File: src/rtl/convPkg.sv
`default_nettype none

package convPkg;

  // Pixel and tap widths, both unsigned
  localparam int PIX_W     = 8;
  localparam int TAP_W     = 8;
  // Address and image length width
  localparam int ADDR_W    = 11;
  // Words per bank
  localparam int DEPTH     = 1 << ADDR_W;
  // Raw sum scaling
  localparam int RES_SHIFT = 5;
  // 3*255*255 >> 5 = 6096 fits here
  localparam int RES_W     = 13;
  // Kernel size
  localparam int N_TAPS    = 3;

endpackage

`default_nettype wire
File: src/rtl/convEngine.sv
`default_nettype none
`timescale 1ns/100ps

module convEngine (
  input  logic                                      i_CLK,
  input  logic                                      i_rst,
  input  logic                                      i_sop,
  input  logic [convPkg::N_TAPS*convPkg::TAP_W-1:0] i_taps,
  input  logic                                      i_kernelValid,
  input  logic [convPkg::ADDR_W-1:0]                i_imgLength,
  input  logic [convPkg::PIX_W-1:0]                 i_pixRdData,
  output logic [convPkg::ADDR_W-1:0]                o_pixRdAddr,
  output logic                                      o_resWrEn,
  output logic [convPkg::ADDR_W-1:0]                o_resWrAddr,
  output logic [convPkg::RES_W-1:0]                 o_resWrData,
  output logic                                      o_eop
);
  import convPkg::*;

  logic [N_TAPS-1:0][TAP_W-1:0]   tapReg;
  // Index 0 holds the newest pixel
  logic [N_TAPS-1:0][PIX_W-1:0]   win;
  logic [N_TAPS-1:0]              winVld;
  logic                           sopPrev;
  logic                           startPulse;
  logic                           reading;
  logic                           rdVld;
  logic [ADDR_W-1:0]              rdAddr;
  logic [ADDR_W-1:0]              lenReg;
  logic [ADDR_W-1:0]              resCnt;
  logic [RES_SHIFT+RES_W-1:0]     sumNext;
  logic [RES_SHIFT+RES_W-1:0]     sumReg;
  logic                           sumVld;
  logic                           lastWr;

  assign startPulse = i_sop & ~sopPrev;

  // Kernel held for the whole run
  always_ff @(posedge i_CLK) begin
    if (i_rst) begin
      tapReg <= '0;
    end else if (i_kernelValid) begin
      tapReg <= i_taps;
    end
  end

  ////////////////////////////////////////
  // Read sequencer
  ////////////////////////////////////////

  always_ff @(posedge i_CLK) begin
    if (i_rst) begin
      sopPrev <= 1'b0;
      reading <= 1'b0;
      rdAddr  <= '0;
      rdVld   <= 1'b0;
    end else begin
      sopPrev <= i_sop;
      // Buffer data shows up one cycle after the address
      rdVld   <= reading;
      if (startPulse) begin
        rdAddr  <= '0;
        // Too short for a single window
        reading <= (i_imgLength >= ADDR_W'(N_TAPS));
      end else if (reading) begin
        rdAddr <= rdAddr + 1'b1;
        if (rdAddr == lenReg - 1'b1) begin
          reading <= 1'b0;
        end
      end
    end
  end

  always_ff @(posedge i_CLK) begin
    if (startPulse) begin
      lenReg <= i_imgLength;
    end
  end

  ////////////////////////////////////////
  // Window and multiply-add
  ////////////////////////////////////////

  // Free-running shift, validity tracked alongside
  always_ff @(posedge i_CLK) begin
    win <= {win[N_TAPS-2:0], i_pixRdData};
  end

  always_ff @(posedge i_CLK) begin
    if (i_rst) begin
      winVld <= '0;
      sumVld <= 1'b0;
    end else begin
      winVld <= {winVld[N_TAPS-2:0], rdVld};
      // Window complete once every slot came from this run
      sumVld <= &winVld;
    end
  end

  // Tap 0 weights the oldest pixel
  always_comb begin
    sumNext = '0;
    for (int k = 0; k < N_TAPS; k++) begin
      sumNext = sumNext + tapReg[k] * win[N_TAPS-1-k];
    end
  end

  always_ff @(posedge i_CLK) begin
    sumReg <= sumNext;
  end

  ////////////////////////////////////////
  // Result write and end of process
  ////////////////////////////////////////

  assign lastWr = sumVld && (resCnt == lenReg - ADDR_W'(N_TAPS));

  always_ff @(posedge i_CLK) begin
    if (i_rst) begin
      resCnt <= '0;
      o_eop  <= 1'b0;
    end else begin
      if (startPulse) begin
        resCnt <= '0;
      end else if (sumVld) begin
        resCnt <= resCnt + 1'b1;
      end
      // Short image ends at once
      o_eop <= (startPulse && (i_imgLength < ADDR_W'(N_TAPS))) || lastWr;
    end
  end

  assign o_pixRdAddr = rdAddr;
  assign o_resWrEn   = sumVld;
  assign o_resWrAddr = resCnt;
  assign o_resWrData = sumReg[RES_SHIFT +: RES_W];

endmodule

`default_nettype wire

File: config.mk
export PLATFORM = sky130hd
export DESIGN_NAME = convEngine
export DESIGN_NICKNAME = d
export VERILOG_FILES = /design/src/rtl/convPkg.sv /design/src/rtl/convEngine.sv
export SDC_FILE = /design/constraint.sdc
export NUM_CORES = 1
export LEC_CHECK = 0
export ABC_AREA = 1
export BUFFER_PORTS_ARGS = -buffer_cell sky130_fd_sc_hd__clkbuf_2
export CAP_MARGIN = 20
export CORE_ASPECT_RATIO = 0.9
export CORE_UTILIZATION = 60
export CTS_CLUSTER_DIAMETER = 80
export DETAILED_ROUTE_END_ITERATION = 16
export GPL_ROUTABILITY_DRIVEN = 0
export GPL_TIMING_DRIVEN = 0
export PLACE_DENSITY = 0.8
export RECOVER_POWER = 50
export SETUP_SLACK_MARGIN = 0.3
export SLEW_MARGIN = 20
export SYNTH_ARGS = -nofsm -noshare
export SYNTH_HDL_FRONTEND = slang
export SYNTH_SLANG_ARGS = --single-unit
File: constraint.sdc
create_clock -name i_CLK -period 8.8 [get_ports i_CLK]
set_input_delay 0.88 -clock i_CLK [delete_from_list [all_inputs] [get_ports i_CLK]]
set_output_delay 0.88 -clock i_CLK [all_outputs]
set_load 0.05 [all_outputs]
Word-level counts from Yosys, hierarchy flattened:

Cells that the tools add are included.

* $add $sub $neg: 6
* multiply operators: 3
* magnitude comparators: 2
* equality and inequality tests: 2
* muxes and demuxes: 3
* bitwise operators: 2
* reduce and logical (&&, ||, !) cells: 5

Operators with widths (number)
* multiplier 8 x 8 -> 16 bit: 3
* adder 11 x 1 -> 11 bit, second input constant: 2
* equality test 11 bit: 2
* adder 17 x 16 -> 18 bit: 1
* adder 16 x 16 -> 17 bit: 1
* greater-or-equal comparator 11 x 2 -> 1 bit, second input constant: 1
* less-than comparator 11 x 2 -> 1 bit, second input constant: 1
* subtractor 11 x 1 -> 11 bit, second input constant: 1
* subtractor 11 x 2 -> 11 bit, second input constant: 1
* 2-to-1 mux 1 bit: 3
* AND reduction 3 bit: 1
* logical AND 1 bit: 2
* OR reduction 2 bit: 1
* AND 1 bit: 1
* logical OR 1 bit: 1
* NOT 1 bit: 1

* bits in registers: 107
* bits of input ports: 47
* output and inout bits: 37
* logic and storage cells: 39

Longest topological paths before layout:

* depth in word-level cells: 5
* mapped depth: 25
* depth with buffers taken out: 24

Least setup slack after synthesis:

OpenSTA, ideal clock, no wires.

* path type: reg-to-reg
* from: reg win[1] (netlist name)
* to: reg sumReg[15]
* library setup time: 112 ps
* data arrival time: 5416 ps
* data required time: 8688 ps
* path slack: 3272 ps
* stages on the path, launching flop included: 22
* path buffers: 1
* clock period less this slack: 5528 ps
* path through: dfxtp_1 -> buf_1 -> nand2_1 -> fa_1 -> fa_1 -> inv_1 -> fa_1 -> fa_1 -> fa_1 -> fa_1 -> inv_1 -> fa_1 -> inv_1 -> ha_1 -> a21oi_1 -> inv_1 -> a31oi_1 -> inv_1 -> a21oi_1 -> nand2_1 -> nand2_1 -> nand2_1

* longest elaborated chain between the ends: 2

Ends and longest elaborated chain
* start, declared: RTL line convEngine.sv:22 `logic [N_TAPS-1:0][PIX_W-1:0] win;`
* start signal, assigned: RTL line convEngine.sv:86 `win <= {win[N_TAPS-2:0], i_pixRdData};`
* multiplier 8 x 8 -> 16 bit: RTL line convEngine.sv:104 `sumNext = sumNext + tapReg[k] * win[N_TAPS-1-k];`
* adder 17 x 16 -> 18 bit: RTL line convEngine.sv:104
* named net sumNext[15]: RTL line convEngine.sv:31 `logic [RES_SHIFT+RES_W-1:0] sumNext;`
* end signal, assigned: RTL line convEngine.sv:109 `sumReg <= sumNext;`
* end, declared: RTL line convEngine.sv:32 `logic [RES_SHIFT+RES_W-1:0] sumReg;`

The timed path passes the listed nets, and every way through them passes these cells.
A chain may end at the register's enable or synchronous reset.

Final worst setup path:

* from: reg tapReg[23] (netlist name)
* to: reg sumReg[15]

* longest elaborated chain between the ends: 2

Ends and longest elaborated chain
* start, declared: RTL line convEngine.sv:20 `logic [N_TAPS-1:0][TAP_W-1:0] tapReg;`
* start signal, assigned: RTL line convEngine.sv:43 `tapReg <= i_taps;`
* multiplier 8 x 8 -> 16 bit: RTL line convEngine.sv:104
* adder 17 x 16 -> 18 bit: RTL line convEngine.sv:104
* named net sumNext[15]: RTL line convEngine.sv:31

The timed path passes the listed nets, and every way through them passes these cells.

==> impl_metrics.prom <==
# TYPE chip_impl_metric gauge
chip_impl_metric{name="ys_async_sr_fraction",unit="%"} 0
chip_impl_metric{name="placement_stage_cell_area",unit="um^2"} 11800
chip_impl_metric{name="synth.yosys.warnings",unit=""} 0
chip_impl_metric{name="grt_remaining_overflow",unit=""} 0
chip_impl_metric{name="final_period_minus_worst_setup_slack",unit="ns"} 6.15
chip_impl_metric{name="total_length_of_routed_met3_wires",unit="um"} 1500
chip_impl_metric{name="viasPerCell",unit=""} 4.98
chip_impl_metric{name="synth.avg_cell_area",unit="um^2"} 7.73
chip_impl_metric{name="synth_compound_area_share",unit="%"} 3.89
chip_impl_metric{name="fp.coreArea",unit="um^2"} 17800
chip_impl_metric{name="cts.path.max_buffers",unit=""} 2
chip_impl_metric{name="seq_area",unit="um^2"} 2150
chip_impl_metric{name="firstDrtPassIters",unit=""} 5
chip_impl_metric{name="die_y",unit="um"} 131
chip_impl_info{name="synth_top_cells_by_area",value="fa_1, dfxtp_1, inv_1"} 1
chip_impl_metric{name="worst_pin_slew",unit="ns"} 1.00
chip_impl_metric{name="timing.critical_path.required",unit="ns"} 9.07
chip_impl_metric{name="static-leakage-power",unit="nW"} 7.03
chip_impl_metric{name="vias_in_the_first_global_route",unit=""} 9055
chip_impl_metric{name="numPortBuffers",unit=""} 82
chip_impl_metric{name="cts-htree-levels",unit=""} 3
chip_impl_info{name="rsz0062_at_grt",value="false"} 1
chip_impl_metric{name="antenna_cells_inserted",unit=""} 0
chip_impl_metric{name="sum_of_negative_setup_slack",unit="ns"} 0
chip_impl_metric{name="hold_path_depth",unit=""} 0
chip_impl_metric{name="relSlewSlack",unit="%"} 32.8
chip_impl_metric{name="cts_resized",unit=""} 0
chip_impl_metric{name="synthDistinctLibCells",unit=""} 40
chip_impl_info{name="criticalPathCategory",value="flip-flop to flip-flop"} 1
chip_impl_metric{name="globalRouteTotalUtil",unit="%"} 28.3
chip_impl_info{name="worstHoldEndpoint",value="win[14]"} 1
chip_impl_metric{name="ir_worst_vdd",unit="mV"} 0.282
chip_impl_metric{name="initial_core_utilization",unit="%"} 62.1
chip_impl_metric{name="synth_fp_nets",unit=""} 1738
chip_impl_info{name="worst_hold_path_type",value="flip-flop to flip-flop"} 1
chip_impl_metric{name="power_per_cell_area",unit="nW/um^2"} 265
chip_impl_metric{name="post-synth-top-area-fraction",unit="%"} 28.9
chip_impl_metric{name="synthesis_stage_register_bit_count",unit=""} 102
chip_impl_metric{name="rows",unit=""} 46
chip_impl_info{name="critical_register_to_register_path_startpoint",value="tapReg[23]"} 1
chip_impl_info{name="largest_family_of_logic_cells_by_synthesized_area",value="adder cells"} 1
chip_impl_info{name="timing.critical_path.from_type",value="flip-flop"} 1
chip_impl_metric{name="final_antenna_net_count",unit=""} 0
chip_impl_info{name="regToRegEndpoint",value="sumReg[15]"} 1
chip_impl_info{name="cpMaxStageDelayCell",value="fa_1"} 1
chip_impl_metric{name="synth_seq_area_share",unit="%"} 19.4
chip_impl_metric{name="slack_of_the_worst_reg_to_reg_path",unit="ns"} 2.65
chip_impl_metric{name="post_drt_wl_per_cell",unit="um"} 13.9
chip_impl_metric{name="dp.final_hpwl",unit="um"} 20100
chip_impl_metric{name="drv.max_cap_violation_count",unit=""} 0
chip_impl_info{name="synth_flop_cell",value="dfxtp_1"} 1
chip_impl_metric{name="synth-edff-count",unit=""} 11
chip_impl_metric{name="routed_wl",unit="um"} 24500
chip_impl_info{name="timing.critical_path.to_type",value="flip-flop"} 1
chip_impl_info{name="root_buffer",value="clkbuf_16"} 1
chip_impl_metric{name="cts-buffers-inserted",unit=""} 9
chip_impl_metric{name="ios",unit=""} 84
chip_impl_metric{name="fin_area",unit="um^2"} 12100
chip_impl_info{name="crit_family",value="adder cells"} 1
chip_impl_metric{name="clock_latency",unit="ns"} 0.37
chip_impl_metric{name="report.final.setup_viol",unit=""} 0
chip_impl_info{name="critical-path-top-cell-by-count",value="fa_1"} 1
chip_impl_metric{name="grt_start_max_net_pins",unit=""} 18
chip_impl_info{name="synthDominantAreaCellType",value="fa_1"} 1
chip_impl_info{name="synth.most_common_cell",value="inv_1"} 1
chip_impl_metric{name="crit_buf_inv",unit=""} 6
chip_impl_metric{name="antenna_found_initial",unit=""} 0
chip_impl_metric{name="postSynthCellCount",unit=""} 1432
chip_impl_metric{name="post_route_cells_drive_above_1_share",unit="%"} 6.93
chip_impl_metric{name="multiInputGateArea",unit="um^2"} 7100
chip_impl_metric{name="synth_simple_gate_area_share",unit="%"} 18.2
chip_impl_metric{name="area.growth.synth_to_final",unit="%"} 9.07
chip_impl_metric{name="maxClockFrequency",unit="MHz"} 163
chip_impl_info{name="highest_layer",value="met4"} 1
chip_impl_info{name="synth_common_cells",value="inv_1, nand2_1, fa_1"} 1
chip_impl_metric{name="synth.mux.area_fraction",unit="%"} 0
chip_impl_metric{name="timing.critical_path.slowest_cell_delay",unit="ns"} 0.59
chip_impl_metric{name="mappedNetlistArea",unit="um^2"} 11100
chip_impl_metric{name="total_number_of_nets_in_the_final_design",unit=""} 1831
chip_impl_metric{name="drt_first_iter_violations",unit=""} 730
chip_impl_metric{name="slew_violations",unit=""} 0
chip_impl_metric{name="worst_setup_hold_path_clk_slew",unit="ns"} 0.08
chip_impl_info{name="critical_path.cell_chain",value="clkbuf_1, nand2_1, fa_1, fa_1, inv_1, fa_1, fa_1, fa_1, fa_1, inv_1, fa_1, inv_1, ha_1, a21oi_1, inv_1, a31oi_1, inv_1, a21oi_1, nand2_1, nand2_1, nand2_1"} 1
chip_impl_metric{name="synth_xor_xnor_area_share",unit="%"} 1.94
chip_impl_info{name="hold_start",value="win[6]"} 1
chip_impl_metric{name="remaining_drc_errors",unit=""} 0
chip_impl_metric{name="filler_instances",unit=""} 1480
chip_impl_metric{name="numClockSinks",unit=""} 102
chip_impl_metric{name="die_w",unit="um"} 145
chip_impl_metric{name="met2WireLength",unit="um"} 12000
chip_impl_metric{name="fin_worst_skew",unit="ns"} 0.00925
chip_impl_metric{name="via_count",unit=""} 8814
chip_impl_metric{name="timing_hold_violations_final",unit=""} 0
chip_impl_metric{name="dieArea",unit="um^2"} 19000
chip_impl_metric{name="post_synth_fa_ha_maj_area_fraction",unit="%"} 40.1
chip_impl_metric{name="worst-r2r-cell-count",unit=""} 21
chip_impl_info{name="result_of_the_run",value="finished, final reports clean"} 1
chip_impl_info{name="clock_tree_from_tritoncts",value="done"} 1
chip_impl_metric{name="cts_hold_repair.buffers",unit=""} 0
chip_impl_metric{name="wl_met1",unit="um"} 10200
chip_impl_metric{name="crit_fanout",unit=""} 9
chip_impl_metric{name="grt_pass1_wl",unit="um"} 41900
chip_impl_metric{name="layout_worst_path_cycle_share",unit="%"} 69.9
chip_impl_metric{name="worst_ep_arrival_time",unit="ns"} 6.41
chip_impl_metric{name="post-cts-setup-buffer-count",unit=""} 0
==> report_power, final <==
group          internal [W]  leakage, nW  switching [W]
clock network      0.000243        0.156       0.000203
registers          0.000541        0.859      0.0000161
logic              0.000787         6.02        0.00141
total               0.00157         7.03        0.00163
==> kinds of logic (layout without fill, tap and decap cells) <==
family | after synthesis | count (layout)
flip-flops | 102 | 102
AO/OA/AOI/OAI | 80 | 80
AND/OR/NAND/NOR | 488 | 488
XOR/XNOR | 23 | 23
buffers and inverters | 480 | 578
adder cells (fa/ha/maj) | 259 | 259
==> registers in the layout, summed over array words and instances, names as in the netlist, 3 cells and up <==
| signal | count |
|---|---|
| tapReg | 24 |
| win | 24 |
| sumReg | 13 |
| lenReg | 11 |
| o_pixRdAddr | 11 |
| o_resWrAddr | 11 |
| winVld | 3 |
==> through the flow <==
stage / power (W) / hold WS [ns] / instances / utilization, % / worst slack (ns)
2_1_floorplan: 0.00225 / 0.329 / 1432 / - / 3.27
3_3_place_gp: 0.00268 / 0.331 / 1754 / 66.0 / 2.77
3_5_place_dp: 0.00275 / 0.333 / 1754 / 66.0 / 2.74
4_1_cts: 0.00320 / 0.354 / 1770 / 67.8 / 2.71
5_1_grt: 0.00357 / 0.361 / 1770 / 67.7 / 2.27
6_report: 0.00320 / 0.354 / 1770 / 67.7 / 2.65
==> worst max path at each step <==
stage / slack (ns) / to / start / cells after the start
global placement: 2.77 / sumReg[15] / tapReg[23] / 21
detailed placement: 2.74 / sumReg[15] / tapReg[23] / 21
finish: 2.65 / sumReg[15] / tapReg[23] / 21
global route: 2.27 / sumReg[15] / tapReg[23] / 21
floorplan: 3.27 / sumReg[15] / win[1] / 21
CTS: 2.71 / sumReg[15] / tapReg[23] / 21
==> area by class of cell <==
type,count,area share [%]
Multi-Input combinational cell,850,58.8
Sequential cell,102,17.8
Inverter,424,13.3
Timing Repair Buffer,82,3.19
Tap cell,240,2.49
Clock buffer,12,2.13
Buffer,56,1.80
Clock inverter,4,0.508
==> placed cells by master (no fill, tap or decap), types with 3 or more instances in the layout <==
master	n
nor2_1	111
a21oi_1	26
nand2_2	5
nor2_2	7
o21ai_0	33
xnor2_1	7
xor2_1	15
dfxtp_1	91
nor2_4	5
clkbuf_1	60
ha_1	99
nand4_1	6
fa_1	160
edfxtp_1	11
o21ai_1	10
nand2_1	306
nor3_1	4
a21o_1	3
clkbuf_16	10
inv_2	5
clkbuf_2	62
nand3_1	34
buf_1	16
inv_1	417
==> metal layers <==
metal / global-route usage, % / vias to the layer above
li1: - / 4291
met1: 34.9 / 4188
met4: 10.7 / 0
met5: 0 / -
met2: 50.7 / 282
met3: 4.41 / 53
(Power assumes the default switching activity.)
