$ cat src/rtl/convPkg.sv
`default_nettype none

package convPkg;

  // Pixel and tap widths, both unsigned
  localparam int PIX_W     = 8;
  localparam int TAP_W     = 8;
  // Address and image length width
  localparam int ADDR_W    = 11;
  // Words per bank
  localparam int DEPTH     = 1 << ADDR_W;
  // Raw sum scaling
  localparam int RES_SHIFT = 5;
  // 3*255*255 >> 5 = 6096 fits here
  localparam int RES_W     = 13;
  // Kernel size
  localparam int N_TAPS    = 3;

endpackage

`default_nettype wire
$ cat src/rtl/gpioCmdPkg.sv
`default_nettype none

package gpioCmdPkg;

  ////////////////////////////////////////
  // Host port widths
  ////////////////////////////////////////

  // Command code carried next to the valid bit
  localparam int CMD_W   = 3;
  // Data field written by the host
  localparam int DATA_W  = 24;
  // Readback word returned to the host
  localparam int RDATA_W = 32;

  ////////////////////////////////////////
  // Command codes
  ////////////////////////////////////////

  localparam logic [CMD_W-1:0] CMD_KERNEL_LOAD = 3'd0;
  localparam logic [CMD_W-1:0] CMD_SIZE_LOAD   = 3'd1;
  localparam logic [CMD_W-1:0] CMD_IMG_LOAD    = 3'd2;
  localparam logic [CMD_W-1:0] CMD_DATA_REQ    = 3'd3;
  localparam logic [CMD_W-1:0] CMD_START       = 3'd4;
  // Codes 5 to 7 are spare and decode to nothing

  // Data field as seen by each command
  typedef union packed {
    // Kernel load, tap 0 in the low byte
    logic [convPkg::N_TAPS-1:0][convPkg::TAP_W-1:0] taps;
    // Image load
    struct packed {
      logic [DATA_W-convPkg::PIX_W-1:0] rsvd;
      logic [convPkg::PIX_W-1:0]        value;
    } pixel;
    // Size load
    struct packed {
      logic [DATA_W-convPkg::ADDR_W-1:0] rsvd;
      logic [convPkg::ADDR_W-1:0]        value;
    } length;
    // Data request
    struct packed {
      logic [DATA_W-convPkg::ADDR_W-1:0] rsvd;
      logic [convPkg::ADDR_W-1:0]        value;
    } address;
  } gpioData_u;

endpackage

`default_nettype wire

$ cat src/rtl/controlBlock.sv
`default_nettype none
`timescale 1ns/100ps

module controlBlock (
  input  logic                                      i_CLK,
  input  logic                                      i_rst,
  input  logic [gpioCmdPkg::CMD_W-1:0]              i_GPIOctrl,
  input  logic                                      i_GPIOvalid,
  input  logic [gpioCmdPkg::DATA_W-1:0]             i_GPIOdata,
  input  logic                                      i_eop,
  input  logic [convPkg::RES_W-1:0]                 i_resRdData,
  output logic [gpioCmdPkg::RDATA_W-1:0]            o_GPIOdata,
  output logic [2:0]                                o_led,
  output logic                                      o_EoP_MCU,
  output logic [convPkg::N_TAPS*convPkg::TAP_W-1:0] o_taps,
  output logic                                      o_kernelValid,
  output logic [convPkg::ADDR_W-1:0]                o_imgLength,
  output logic                                      o_pixWrEn,
  output logic [convPkg::ADDR_W-1:0]                o_pixWrAddr,
  output logic [convPkg::PIX_W-1:0]                 o_pixWrData,
  output logic [convPkg::ADDR_W-1:0]                o_resRdAddr,
  output logic                                      o_sop
);
  import gpioCmdPkg::*;
  import convPkg::*;

  gpioData_u         hostData;
  logic              validPrev;
  logic              validRise;
  logic              isReq;
  logic [ADDR_W-1:0] wrPtr;
  logic              running;
  logic              done;
  logic              kernelMode;
  logic [DATA_W-1:0] dataDly;
  logic              reqDly;

  assign hostData  = i_GPIOdata;
  // Valid low at last edge, high now
  assign validRise = i_GPIOvalid & ~validPrev;
  assign isReq     = (i_GPIOctrl == CMD_DATA_REQ);

  ////////////////////////////////////////
  // Command decode
  ////////////////////////////////////////

  always_ff @(posedge i_CLK) begin
    if (i_rst) begin
      validPrev     <= 1'b0;
      o_taps        <= '0;
      o_kernelValid <= 1'b0;
      o_imgLength   <= '0;
      o_pixWrEn     <= 1'b0;
      wrPtr         <= '0;
      running       <= 1'b0;
      done          <= 1'b0;
      kernelMode    <= 1'b1;
    end else begin
      validPrev     <= i_GPIOvalid;
      // Strobes default low
      o_kernelValid <= 1'b0;
      o_pixWrEn     <= 1'b0;
      // Advance after each pixel write
      if (o_pixWrEn) begin
        wrPtr <= wrPtr + 1'b1;
      end
      if (!running) begin
        case (i_GPIOctrl)
          CMD_KERNEL_LOAD: begin
            // Taps track the field, engine latches on the strobe
            kernelMode    <= 1'b1;
            done          <= 1'b0;
            o_taps        <= hostData.taps;
            o_kernelValid <= validRise;
          end
          CMD_SIZE_LOAD: begin
            kernelMode  <= 1'b0;
            o_imgLength <= hostData.length.value;
            wrPtr       <= '0;
          end
          CMD_IMG_LOAD: begin
            kernelMode <= 1'b0;
            o_pixWrEn  <= validRise;
          end
          CMD_START: begin
            // Edge qualified so a held command cannot restart
            if (validRise) begin
              running <= 1'b1;
              done    <= 1'b0;
            end
          end
          default: ;
        endcase
      end else if (i_eop) begin
        // Engine hands control back
        running <= 1'b0;
        done    <= 1'b1;
      end
    end
  end

  // Pixel captured at the valid edge
  always_ff @(posedge i_CLK) begin
    if (validRise) begin
      o_pixWrData <= hostData.pixel.value;
    end
  end

  ////////////////////////////////////////
  // Readback path
  ////////////////////////////////////////

  // Second stage lines up with the buffer's registered read
  always_ff @(posedge i_CLK) begin
    dataDly    <= i_GPIOdata;
    reqDly     <= isReq;
    o_GPIOdata <= reqDly ? {{(RDATA_W-RES_W){1'b0}}, i_resRdData}
                         : {{(RDATA_W-DATA_W){1'b0}}, dataDly};
  end

  assign o_resRdAddr = isReq ? hostData.address.value : '0;
  assign o_pixWrAddr = wrPtr;
  assign o_sop       = running;
  assign o_EoP_MCU   = done;
  // Kernel mode, done, running
  assign o_led       = {kernelMode, done, running};

endmodule

`default_nettype wire

$ cat config.mk
export PLATFORM = sky130hd
export DESIGN_NAME = controlBlock
export DESIGN_NICKNAME = d
export VERILOG_FILES = /design/src/rtl/convPkg.sv /design/src/rtl/gpioCmdPkg.sv /design/src/rtl/controlBlock.sv
export SDC_FILE = /design/constraint.sdc
export NUM_CORES = 1
export LEC_CHECK = 0
export BUFFER_PORTS_ARGS = -buffer_cell sky130_fd_sc_hd__clkbuf_2
export CORE_UTILIZATION = 30
export CTS_BUF_LIST = sky130_fd_sc_hd__clkbuf_16
export DETAILED_ROUTE_END_ITERATION = 7
export SLEW_MARGIN = 20
export SYNTH_ARGS = -nofsm -noshare
export SYNTH_HDL_FRONTEND = slang
export SYNTH_SLANG_ARGS = --single-unit
export TNS_END_PERCENT = 5
$ cat constraint.sdc
create_clock -name i_CLK -period 4.3 [get_ports i_CLK]
set_input_delay 0.215 -clock i_CLK [delete_from_list [all_inputs] [get_ports i_CLK]]
set_output_delay 0.215 -clock i_CLK [all_outputs]
set_load 0.1 [all_outputs]
Word level (Yosys, flattened, before mapping)
Cells that the tools add are included.

Register bits: 117. Input bits: 44. Output and inout bits: 104. Logic and storage cells: 50.

Add/subtract/negate cells: 1. Eq/ne operators: 6. Muxes and demuxes: 14. Bitwise gates (word level): 5. Reduce and logical (&&, ||, !) cells: 10.

Operators by type and width (count): $mux 11 (4); $mux 13 (1); $add 11x1->11 const B (1); $mux 1 (7); $eq 3x2->1 const B (2); $reduce_and 2->1 (3); $reduce_or 3->1 (2); $not 1->1 (4); $pmux 1 s2 (2); $eq 3x1->1 const B (1); $eq 3x3->1 const B (1); $logic_not 3->1 (1); $ne 3x3->1 const B (1); $reduce_and 3->1 (1); $reduce_bool 3->1 (1); $ne 2x2->1 const B (1); $reduce_bool 2->1 (1); $reduce_or 2->1 (1); $and 1x1->1 (1).

Logic depth before layout (Yosys ltp)
Gate-level depths: netlist of the first run.

Depth after elaboration: 5. Mapped depth: 5. Gate-level depth less buffers: 4.

Least setup slack after synthesis of the first run
Ideal clock, no wire load.

Path type: register -> register. Start: reg o_pixWrEn. End: reg wrPtr[7], in the netlist o_pixWrAddr[7]. Library setup time: 70 ps. Data arrival time: 2120 ps. Data required time: 4230 ps. Path slack: 2110 ps. Stages on the path, launching flop included: 5. Path buffers: 1. Clock period less this slack: 2190 ps. Cells stage by stage: dfxtp_1 -> buf_2 -> nand4_1 -> or4_1 -> a21oi_1.

Cells in the longest elaborated chain, start to end: 3.

RTL lines: start: declaration (RTL line controlBlock.sv:18) `output logic o_pixWrEn,`; start signal: assignment (RTL line controlBlock.sv:83) `o_pixWrEn <= validRise;`; $mux 11 (*) (RTL line controlBlock.sv:64) `if (o_pixWrEn) begin`; $mux 11 (RTL line controlBlock.sv:68) `case (i_GPIOctrl)`; $mux 11 (*) (RTL line controlBlock.sv:67) `if (!running) begin`; end signal: assignment (RTL line controlBlock.sv:65) `wrPtr <= wrPtr + 1'b1;`; end: declaration (RTL line controlBlock.sv:31) `logic [ADDR_W-1:0] wrPtr;`.

Mark *: on every way between the ends. The rest lies on a longest branch, timed or not. A chain may end at the register's enable or synchronous reset.

Worst setup path after layout of the first run
Start: reg running, in the netlist o_sop. End: reg wrPtr[9], in the netlist o_pixWrAddr[9].

Cells in the longest elaborated chain, start to end: 1.

RTL lines: start: declaration (RTL line controlBlock.sv:32) `logic running;`; start signal: assignment (RTL line controlBlock.sv:55) `running <= 1'b0;`; start signal: assignment (RTL line controlBlock.sv:88) `running <= 1'b1;`; start signal: assignment (RTL line controlBlock.sv:96) `running <= 1'b0;`; $mux 11 (RTL line controlBlock.sv:67).

Every way passes these cells.

==> out/qor.yml, run 1 <==
gp_congestion: 0.706
synth_xor_xnor_area_share: 0.0101
final.min_clock_period_ns: 1.94
route.detailed.drc: 0
timing.critical_path.from_type: "flip-flop"
setup_repair_after_global_routing_missed_its_margin: "no"
boundaryPins: 148
share_of_cells_above_drive_strength_1: 0.396
postRouteWirelength_um: 8110
clock_path_buffers: 2
grt_usage: 0.137
slowest_stage: "sky130_fd_sc_hd__or4b_2"
dpl_worst_slack_ns: 2.26
worstPathRequired_ns: 4.50
grt_pass1_wl_um: 12200
rrSetupSlack_ns: 2.36
slew_headroom: 0.289
standard_cell_core_area_um2: 11000
setup_viol: 0
die_y_um: 110
static-leakage-power_nw: 2.08
cts_tree: "done"
regToRegStartpoint: "o_sop"
wire_per_inst_um: 13.9
numCtsBuffers: 9
routed_via_density: 4.43
slew_violations: 0
worst_skew_pair.late_latency_ns: 0.34
worst-path-max-fanout: 12
report.final.hold_viol_count: 0
die-width_um: 110
detailed_place_hpwl_um: 5660
delay_of_the_slowest_cell_on_the_worst_path_ns: 0.89
most-common-layout-cells: "139 x sky130_fd_sc_hd__clkbuf_2, 101 x sky130_fd_sc_hd__dfxtp_1, 28 x sky130_fd_sc_hd__nand2_1, 24 x sky130_fd_sc_hd__a22o_1, 18 x sky130_fd_sc_hd__a21oi_1"
reported_max_cap_violation_count: 0
simple_gate_fraction_of_synth_area: 0.133
run_status: "finished, final reports clean"
number_of_global_route_vias_before_repair: 2436
netlist_area_um2: 3470
syn_avg_cell_area_um2: 11.9
worst_r2r_path_depth: 3
timing.rr.end: "o_pixWrAddr[9]"
cts_post_setup_buffers_inserted: 0
fmax_mhz: 515
vdd_drop_max_mv: 0.269
period_share: 0.451
nets: 482
hold_class: "in2reg"
synthMuxAreaShare: 0.0451
hold_start: "i_GPIOdata[8]"
grt_overflow_total: 0
power.total_mw: 2.30
antenna_left: 0
setup.worst_path.class: "reg2reg"
clk_root_buffer_cell: "sky130_fd_sc_hd__clkbuf_16"
crit_arrival_ns: 2.15
clock-skew-final_ns: 0.00344
maximum_level_of_the_cts_h_tree: 3
synth-seq-area-share: 0.652
setup_slack_ns: 2.36
cts.sinks: 109
final_common_cell: "sky130_fd_sc_hd__clkbuf_2"
worst_hold_path.endpoint: "dataDly[8]"
std_cell_rows: 38
dieArea_um2: 12000
clock_edge_transition_at_the_registers_on_the_reported_setup_and_hold_paths_ns: 0.07
num_vias: 2580
initial_cell_density_of_the_core: 0.314
count_of_antenna_diodes_in_the_layout: 0
min_path_cells: 1
place.port_buffers: 139
syn-instance-count: 291
synth-warning-count: 0
ys_seq_elements: 109
syn2layout_area_growth_pct: 34.3
crit_chain: "or4b_2 -> nand2b_1 -> a21oi_1"
synth_fa_ha_area_frac: 0.00361
pwr_density_cell_nw_per_um2: 494
grt_antenna_before_repair: 0
synth_cell_types: 37
largest_family_of_logic_cells_by_synthesized_area: "simple AND/OR/NAND/NOR gates"
grt_start_max_net_pins: 27
synth_compound_gate_area_share: 0.105
tightest_slew_ns: 1.06
firstDrtPassIters: 4
setup_total_neg_slack_ns: 0
dr_iter_0_viols: 100
worstSetupEndpointType: "flip-flop"
Yosys cell counts (all sizes together):
cell type  instances  share of area
nand4              3         0.0054
xnor2              1         0.0025
buf               19          0.040
edfxtp             8          0.069
nand2b             2         0.0036
ha                 1         0.0036
and4b              1         0.0032
dfxtp            101           0.58
xor2               3         0.0076
nand3              3         0.0043
mux2              13          0.042
nor4               1         0.0018
or4                4         0.0087
or3b               1         0.0025
a22o              24          0.061
or3                2         0.0036
a211o              1         0.0029
o21ai              3         0.0043
mux2i              1         0.0029
nor3b              1         0.0036
or4b               2         0.0058
conb               1         0.0011
clkbuf             8         0.0087
nand2             28          0.030
nor3               1         0.0014
a21boi             1         0.0022
inv                1         0.0011
nor2b             14          0.025
and2              12          0.022
nor4b              1         0.0025
nor2               6         0.0065
and3b              1         0.0029
o31ai              4         0.0087
a21oi             18          0.026
cell type report:
| type | instances | area (µm²) |
|---|---|---|
| clock buffer | 9 | 225 |
| clock inverter | 7 | 65.1 |
| fill | 1091 | 6370 |
| inverter | 1 | 3.75 |
| multi-input combinational | 161 | 1070 |
| sequential | 109 | 2260 |
| tap | 140 | 175 |
| timing repair buffer | 155 | 852 |
stage by stage:
stage                     area, µm²   util  instances  hold slack [ns]
after global routing           4660  0.422        582           0.0124
after detailed placement       4230  0.383        552            0.335
final                          4660  0.422        582           0.0309
after CTS                      4650  0.421        581           0.0163
after floorplan                3490      -        298            0.243
after global placement         4230  0.383        552            0.335
critical path, delay by kind of cell (launching register included):
family,cells,cell delay [ns]
simple gates,2,1.29
flops,1,0.43
compound gates,1,0.09
worst max path at each step:
stage | start | endpoint | slack (ns)
2_1_floorplan | o_pixWrEn | o_pixWrAddr[7] | 2.11
3_3_place_gp | i_rst | o_taps[19] | 2.29
3_5_place_dp | i_rst | o_taps[13] | 2.26
4_1_cts | o_sop | o_pixWrAddr[3] | 2.34
5_1_grt | o_sop | o_pixWrAddr[1] | 2.25
6_report | o_sop | o_pixWrAddr[9] | 2.36
registers in the layout (all words and copies together) (netlist names):
signal         flops
o_GPIOdata        24
o_pixWrData        8
o_taps            24
kernelMode         1
o_kernelValid      1
reqDly             1
dataDly           24
validPrev          1
o_pixWrEn          1
o_sop              1
o_pixWrAddr       11
o_EoP_MCU          1
o_imgLength       11
cells by family (layout without fill, tap and decap cells):
| family | after synthesis | in the layout |
|---|---|---|
| flip-flops | 109 | 109 |
| AND/OR/NAND/NOR | 83 | 83 |
| adder cells (fa/ha/maj) | 1 | 1 |
| multiplexers | 14 | 14 |
| other | 1 | 8 |
| AO/OA/AOI/OAI | 51 | 51 |
| XOR/XNOR | 4 | 4 |
| buffers and inverters | 28 | 172 |
routing by layer:
metal | up-vias | global-route usage | share of wire
met4 | 0 | 0.0590 | 0.017
met5 | - | 0 | 0
li1 | 1282 | - | -
met2 | 105 | 0.224 | 0.47
met1 | 1181 | 0.164 | 0.44
met3 | 12 | 0.0456 | 0.070
power by group:
group / switching, mW / internal, mW
combinational: 0.348 / 0.0687
sequential: 0.0157 / 1.07
clock: 0.354 / 0.449
total: 0.717 / 1.58
repair_timing:
action / 4_1_cts / 5_1_grt
hold endpoints to repair: 13 / 0
endpoints found under the setup margin: 0 / 0
resized for setup: 0 / 0
hold buffers: 13 / 0
No activity file was read; power rests on OpenSTA's default activity.
==> inputs of run 2 (changes only) <==
Settings changed: ABC_AREA set to 1.
Clock period 4.3 ns to 2 ns, I/O delays scaled along.
==> run 2 against run 1 <==
Net effect:
- the flow now finishes with violations (design-rule violations)
- cell count is 20% higher
- die area up 4.0%
- critical endpoint is now o_resRdAddr[4]
- wire length is 11% higher
- clock skew increased by 0.00099 ns
- highest routed layer unchanged
- setup slack got worse by 1.9 ns
- global-route usage is 1.6 points higher
- register-to-register slack worse by 1.8 ns
==> out/qor.yml, run 2 <==
critical-path-top-cell-by-count: "sky130_fd_sc_hd__clkbuf_2"
clk_root_buffer_cell: "sky130_fd_sc_hd__clkbuf_16"
setup_repair_after_global_routing_missed_its_margin: "no"
vdd_drop_max_mv: 0.358
worstPathRequired_ns: 1.90
ys_seq_elements: 109
pwr_density_cell_nw_per_um2: 985
dpl_worst_slack_ns: 0.546
violations: "design-rule violations"
syn_avg_cell_area_um2: 9.71
slew_headroom: 0.588
nets: 596
most-common-layout-cells: "139 x sky130_fd_sc_hd__clkbuf_2, 101 x sky130_fd_sc_hd__dfxtp_1, 66 x sky130_fd_sc_hd__nor2_1, 53 x sky130_fd_sc_hd__nand2_1, 39 x sky130_fd_sc_hd__dlygate4sd3_1"
setup_total_neg_slack_ns: 0
crit_arrival_ns: 1.46
hold_start: "i_rst"
setup.worst_path.class: "in2out"
final_common_cell: "sky130_fd_sc_hd__clkbuf_2"
worst_skew_pair.late_latency_ns: 0.35
cts.sinks: 109
fmax_mhz: 641
report.final.hold_viol_count: 0
design_area_um2: 5070
detailed_place.area_um2: 4410
syn-instance-count: 372
num_vias: 2960
reported_max_cap_violation_count: 0
count_of_antenna_diodes_in_the_layout: 0
setup_slack_ns: 0.441
static-leakage-power_nw: 2.44
critPathLaunch: "i_GPIOdata[4]"
grt_overflow_total: 0
syn2layout_area_growth_pct: 40.4
post-synth-top-count-cell: "sky130_fd_sc_hd__dfxtp_1"
tightest_slew_ns: 0.616
synth_area_leader_cell: "sky130_fd_sc_hd__dfxtp_1"
critPathTopFamily: "buffers and inverters"
gp_congestion: 0.760
timing.critical_path.from_type: "input port"
final.min_clock_period_ns: 1.56
postSynth.topFlopCell: "sky130_fd_sc_hd__dfxtp_1"
number_of_global_route_vias_before_repair: 2994
route.detailed.drc: 11
delay_of_the_slowest_cell_on_the_worst_path_ns: 0.53
dieArea_um2: 12500
detailed_place_hpwl_um: 6450
netlist.area_leader.share: 0.560
slowest_stage: "sky130_fd_sc_hd__dlygate4sd3_1"
worst-path-buf-inv: 4
initial_cell_density_of_the_core: 0.312
slew_violations: 0
synth_cell_types: 32
postRouteWirelength_um: 9040
clock-skew-final_ns: 0.00443
largest_registers: "dataDly x24, o_GPIOdata x24, o_taps x24"
numCtsBuffers: 9
routed_via_density: 4.23
wire_per_inst_um: 12.9
hold_class: "in2reg"
grt_pass1_wl_um: 14700
worst-path-max-fanout: 4
post_synth_most_frequent_cells: "101 x sky130_fd_sc_hd__dfxtp_1, 66 x sky130_fd_sc_hd__nor2_1, 53 x sky130_fd_sc_hd__nand2_1"
regToRegStartpoint: "o_sop"
maximum_level_of_the_cts_h_tree: 3
synthArstFlopShare: 0
setup_viol: 0
place.port_buffers: 139
grt_antenna_before_repair: 0
cts_tree: "done"
standard_cell_core_area_um2: 11600
synth-seq-area-share: 0.626
gr-max-usage-layer: "met2"
netlist_area_um2: 3610
groute.layer.met2.usage: 0.267
share_of_cells_above_drive_strength_1: 0.344
synth-edff-count: 8
grt_usage: 0.153
firstDrtPassIters: 7
grt_start_max_net_pins: 25
crit_chain: "dlygate4sd3_1 -> clkbuf_2 -> inv_1 -> nor2_1 -> clkbuf_2"
synth-warning-count: 0
clock_path_buffers: 2
die-width_um: 112
nFillCells: 1105
synth.area.top_cells: "sky130_fd_sc_hd__dfxtp_1 56%, sky130_fd_sc_hd__nor2_1 6.9%, sky130_fd_sc_hd__edfxtp_1 6.7%"
worstSetupEndpointType: "output port"
met3_layer_usage_reported_by_global_route: 0.0386
period_share: 0.780
boundaryPins: 148
die_y_um: 112
grt_util_met1: 0.171
antenna_left: 0
run_status: "complete, but fails checks"
dr_iter_0_viols: 134
std_cell_rows: 39
clock_edge_transition_at_the_registers_on_the_reported_setup_and_hold_paths_ns: 0.07
## run 2: cell types whose count changed after synthesis, moves of 13 or more
| cell | delta |
|---|---|
| sky130_fd_sc_hd__nand2_1 | +25 |
| sky130_fd_sc_hd__a22o_1 | -24 |
| sky130_fd_sc_hd__a21oi_1 | -14 |
| sky130_fd_sc_hd__nor2b_1 | -13 |
| sky130_fd_sc_hd__inv_1 | +32 |
| sky130_fd_sc_hd__nand3_1 | +21 |
| sky130_fd_sc_hd__nor2_1 | +60 |
## run 2: report_power, final
part	switching, mW	internal (mW)	total [mW]	leakage [nW]
clock	0.800	0.851	1.65	0.140
combinational	0.823	0.187	1.01	1.39
sequential	0.0361	2.30	2.33	0.912
## run 2: final cells by class
type                       count  area [µm²]  share of cell area
tap                          143         179              0.0353
timing repair buffer         184        1130               0.223
clock buffer                   9         225              0.0444
sequential                   109        2260               0.446
multi-input combinational    211        1090               0.215
clock inverter                 7        50.0             0.00987
inverter                      36         135              0.0266
## run 2: worst reg2reg max path, stage by stage (launching register included)
cell and delay (ns):
sky130_fd_sc_hd__dfxtp_1 0.37, sky130_fd_sc_hd__inv_1 0.14, sky130_fd_sc_hd__nand4_2 0.30, sky130_fd_sc_hd__nand2_2 0.30
sky130_fd_sc_hd__inv_1 0.10, sky130_fd_sc_hd__nand2_1 0.07, sky130_fd_sc_hd__nor2_1 0.04
## run 2: final timing paths
kind                endpoint  cells after the start  slack (ns)
min                validPrev                      2        0.03
min reg2reg   o_GPIOdata[22]                      2        0.40
max           o_resRdAddr[4]                      5        0.44
max reg2reg  o_pixWrAddr[10]                      6        0.56
## run 2: layer usage
metal	routed length, µm	vias up
li1	-	1514
met1	3790	1344
met2	4590	89
met3	473	13
met4	189	0
met5	0	-
## run 2: metrics by stage
step / hold slack, ns / total power, mW / util / instances
finish: 0.0276 / 5.00 / 0.438 / 699
global route: 0.0392 / 5.19 / 0.438 / 699
detailed placement: 0.221 / 3.34 / 0.381 / 644
global placement: 0.222 / 3.33 / 0.381 / 644
floorplan: 0.128 / 3.17 / - / 379
CTS: 0.0142 / 5.05 / 0.438 / 699
## run 2: what timing repair did
item | in CTS | in global routing
hold buffers | 39 | 0
gates resized for setup | 0 | 0
endpoints found under the hold margin | 59 | 0
buffers inserted | 0 | 0
## run 2: kinds of logic after synthesis
logic type,after synthesis,share of synthesized area
AND/OR/NAND/NOR,153,0.181
flip-flops,109,0.626
buffers and inverters,59,0.0793
AO/OA/AOI/OAI,30,0.0530
multiplexers,14,0.0433
XOR/XNOR,5,0.0121
adder cells (fa/ha/maj),1,0.00346
other,1,0.00104
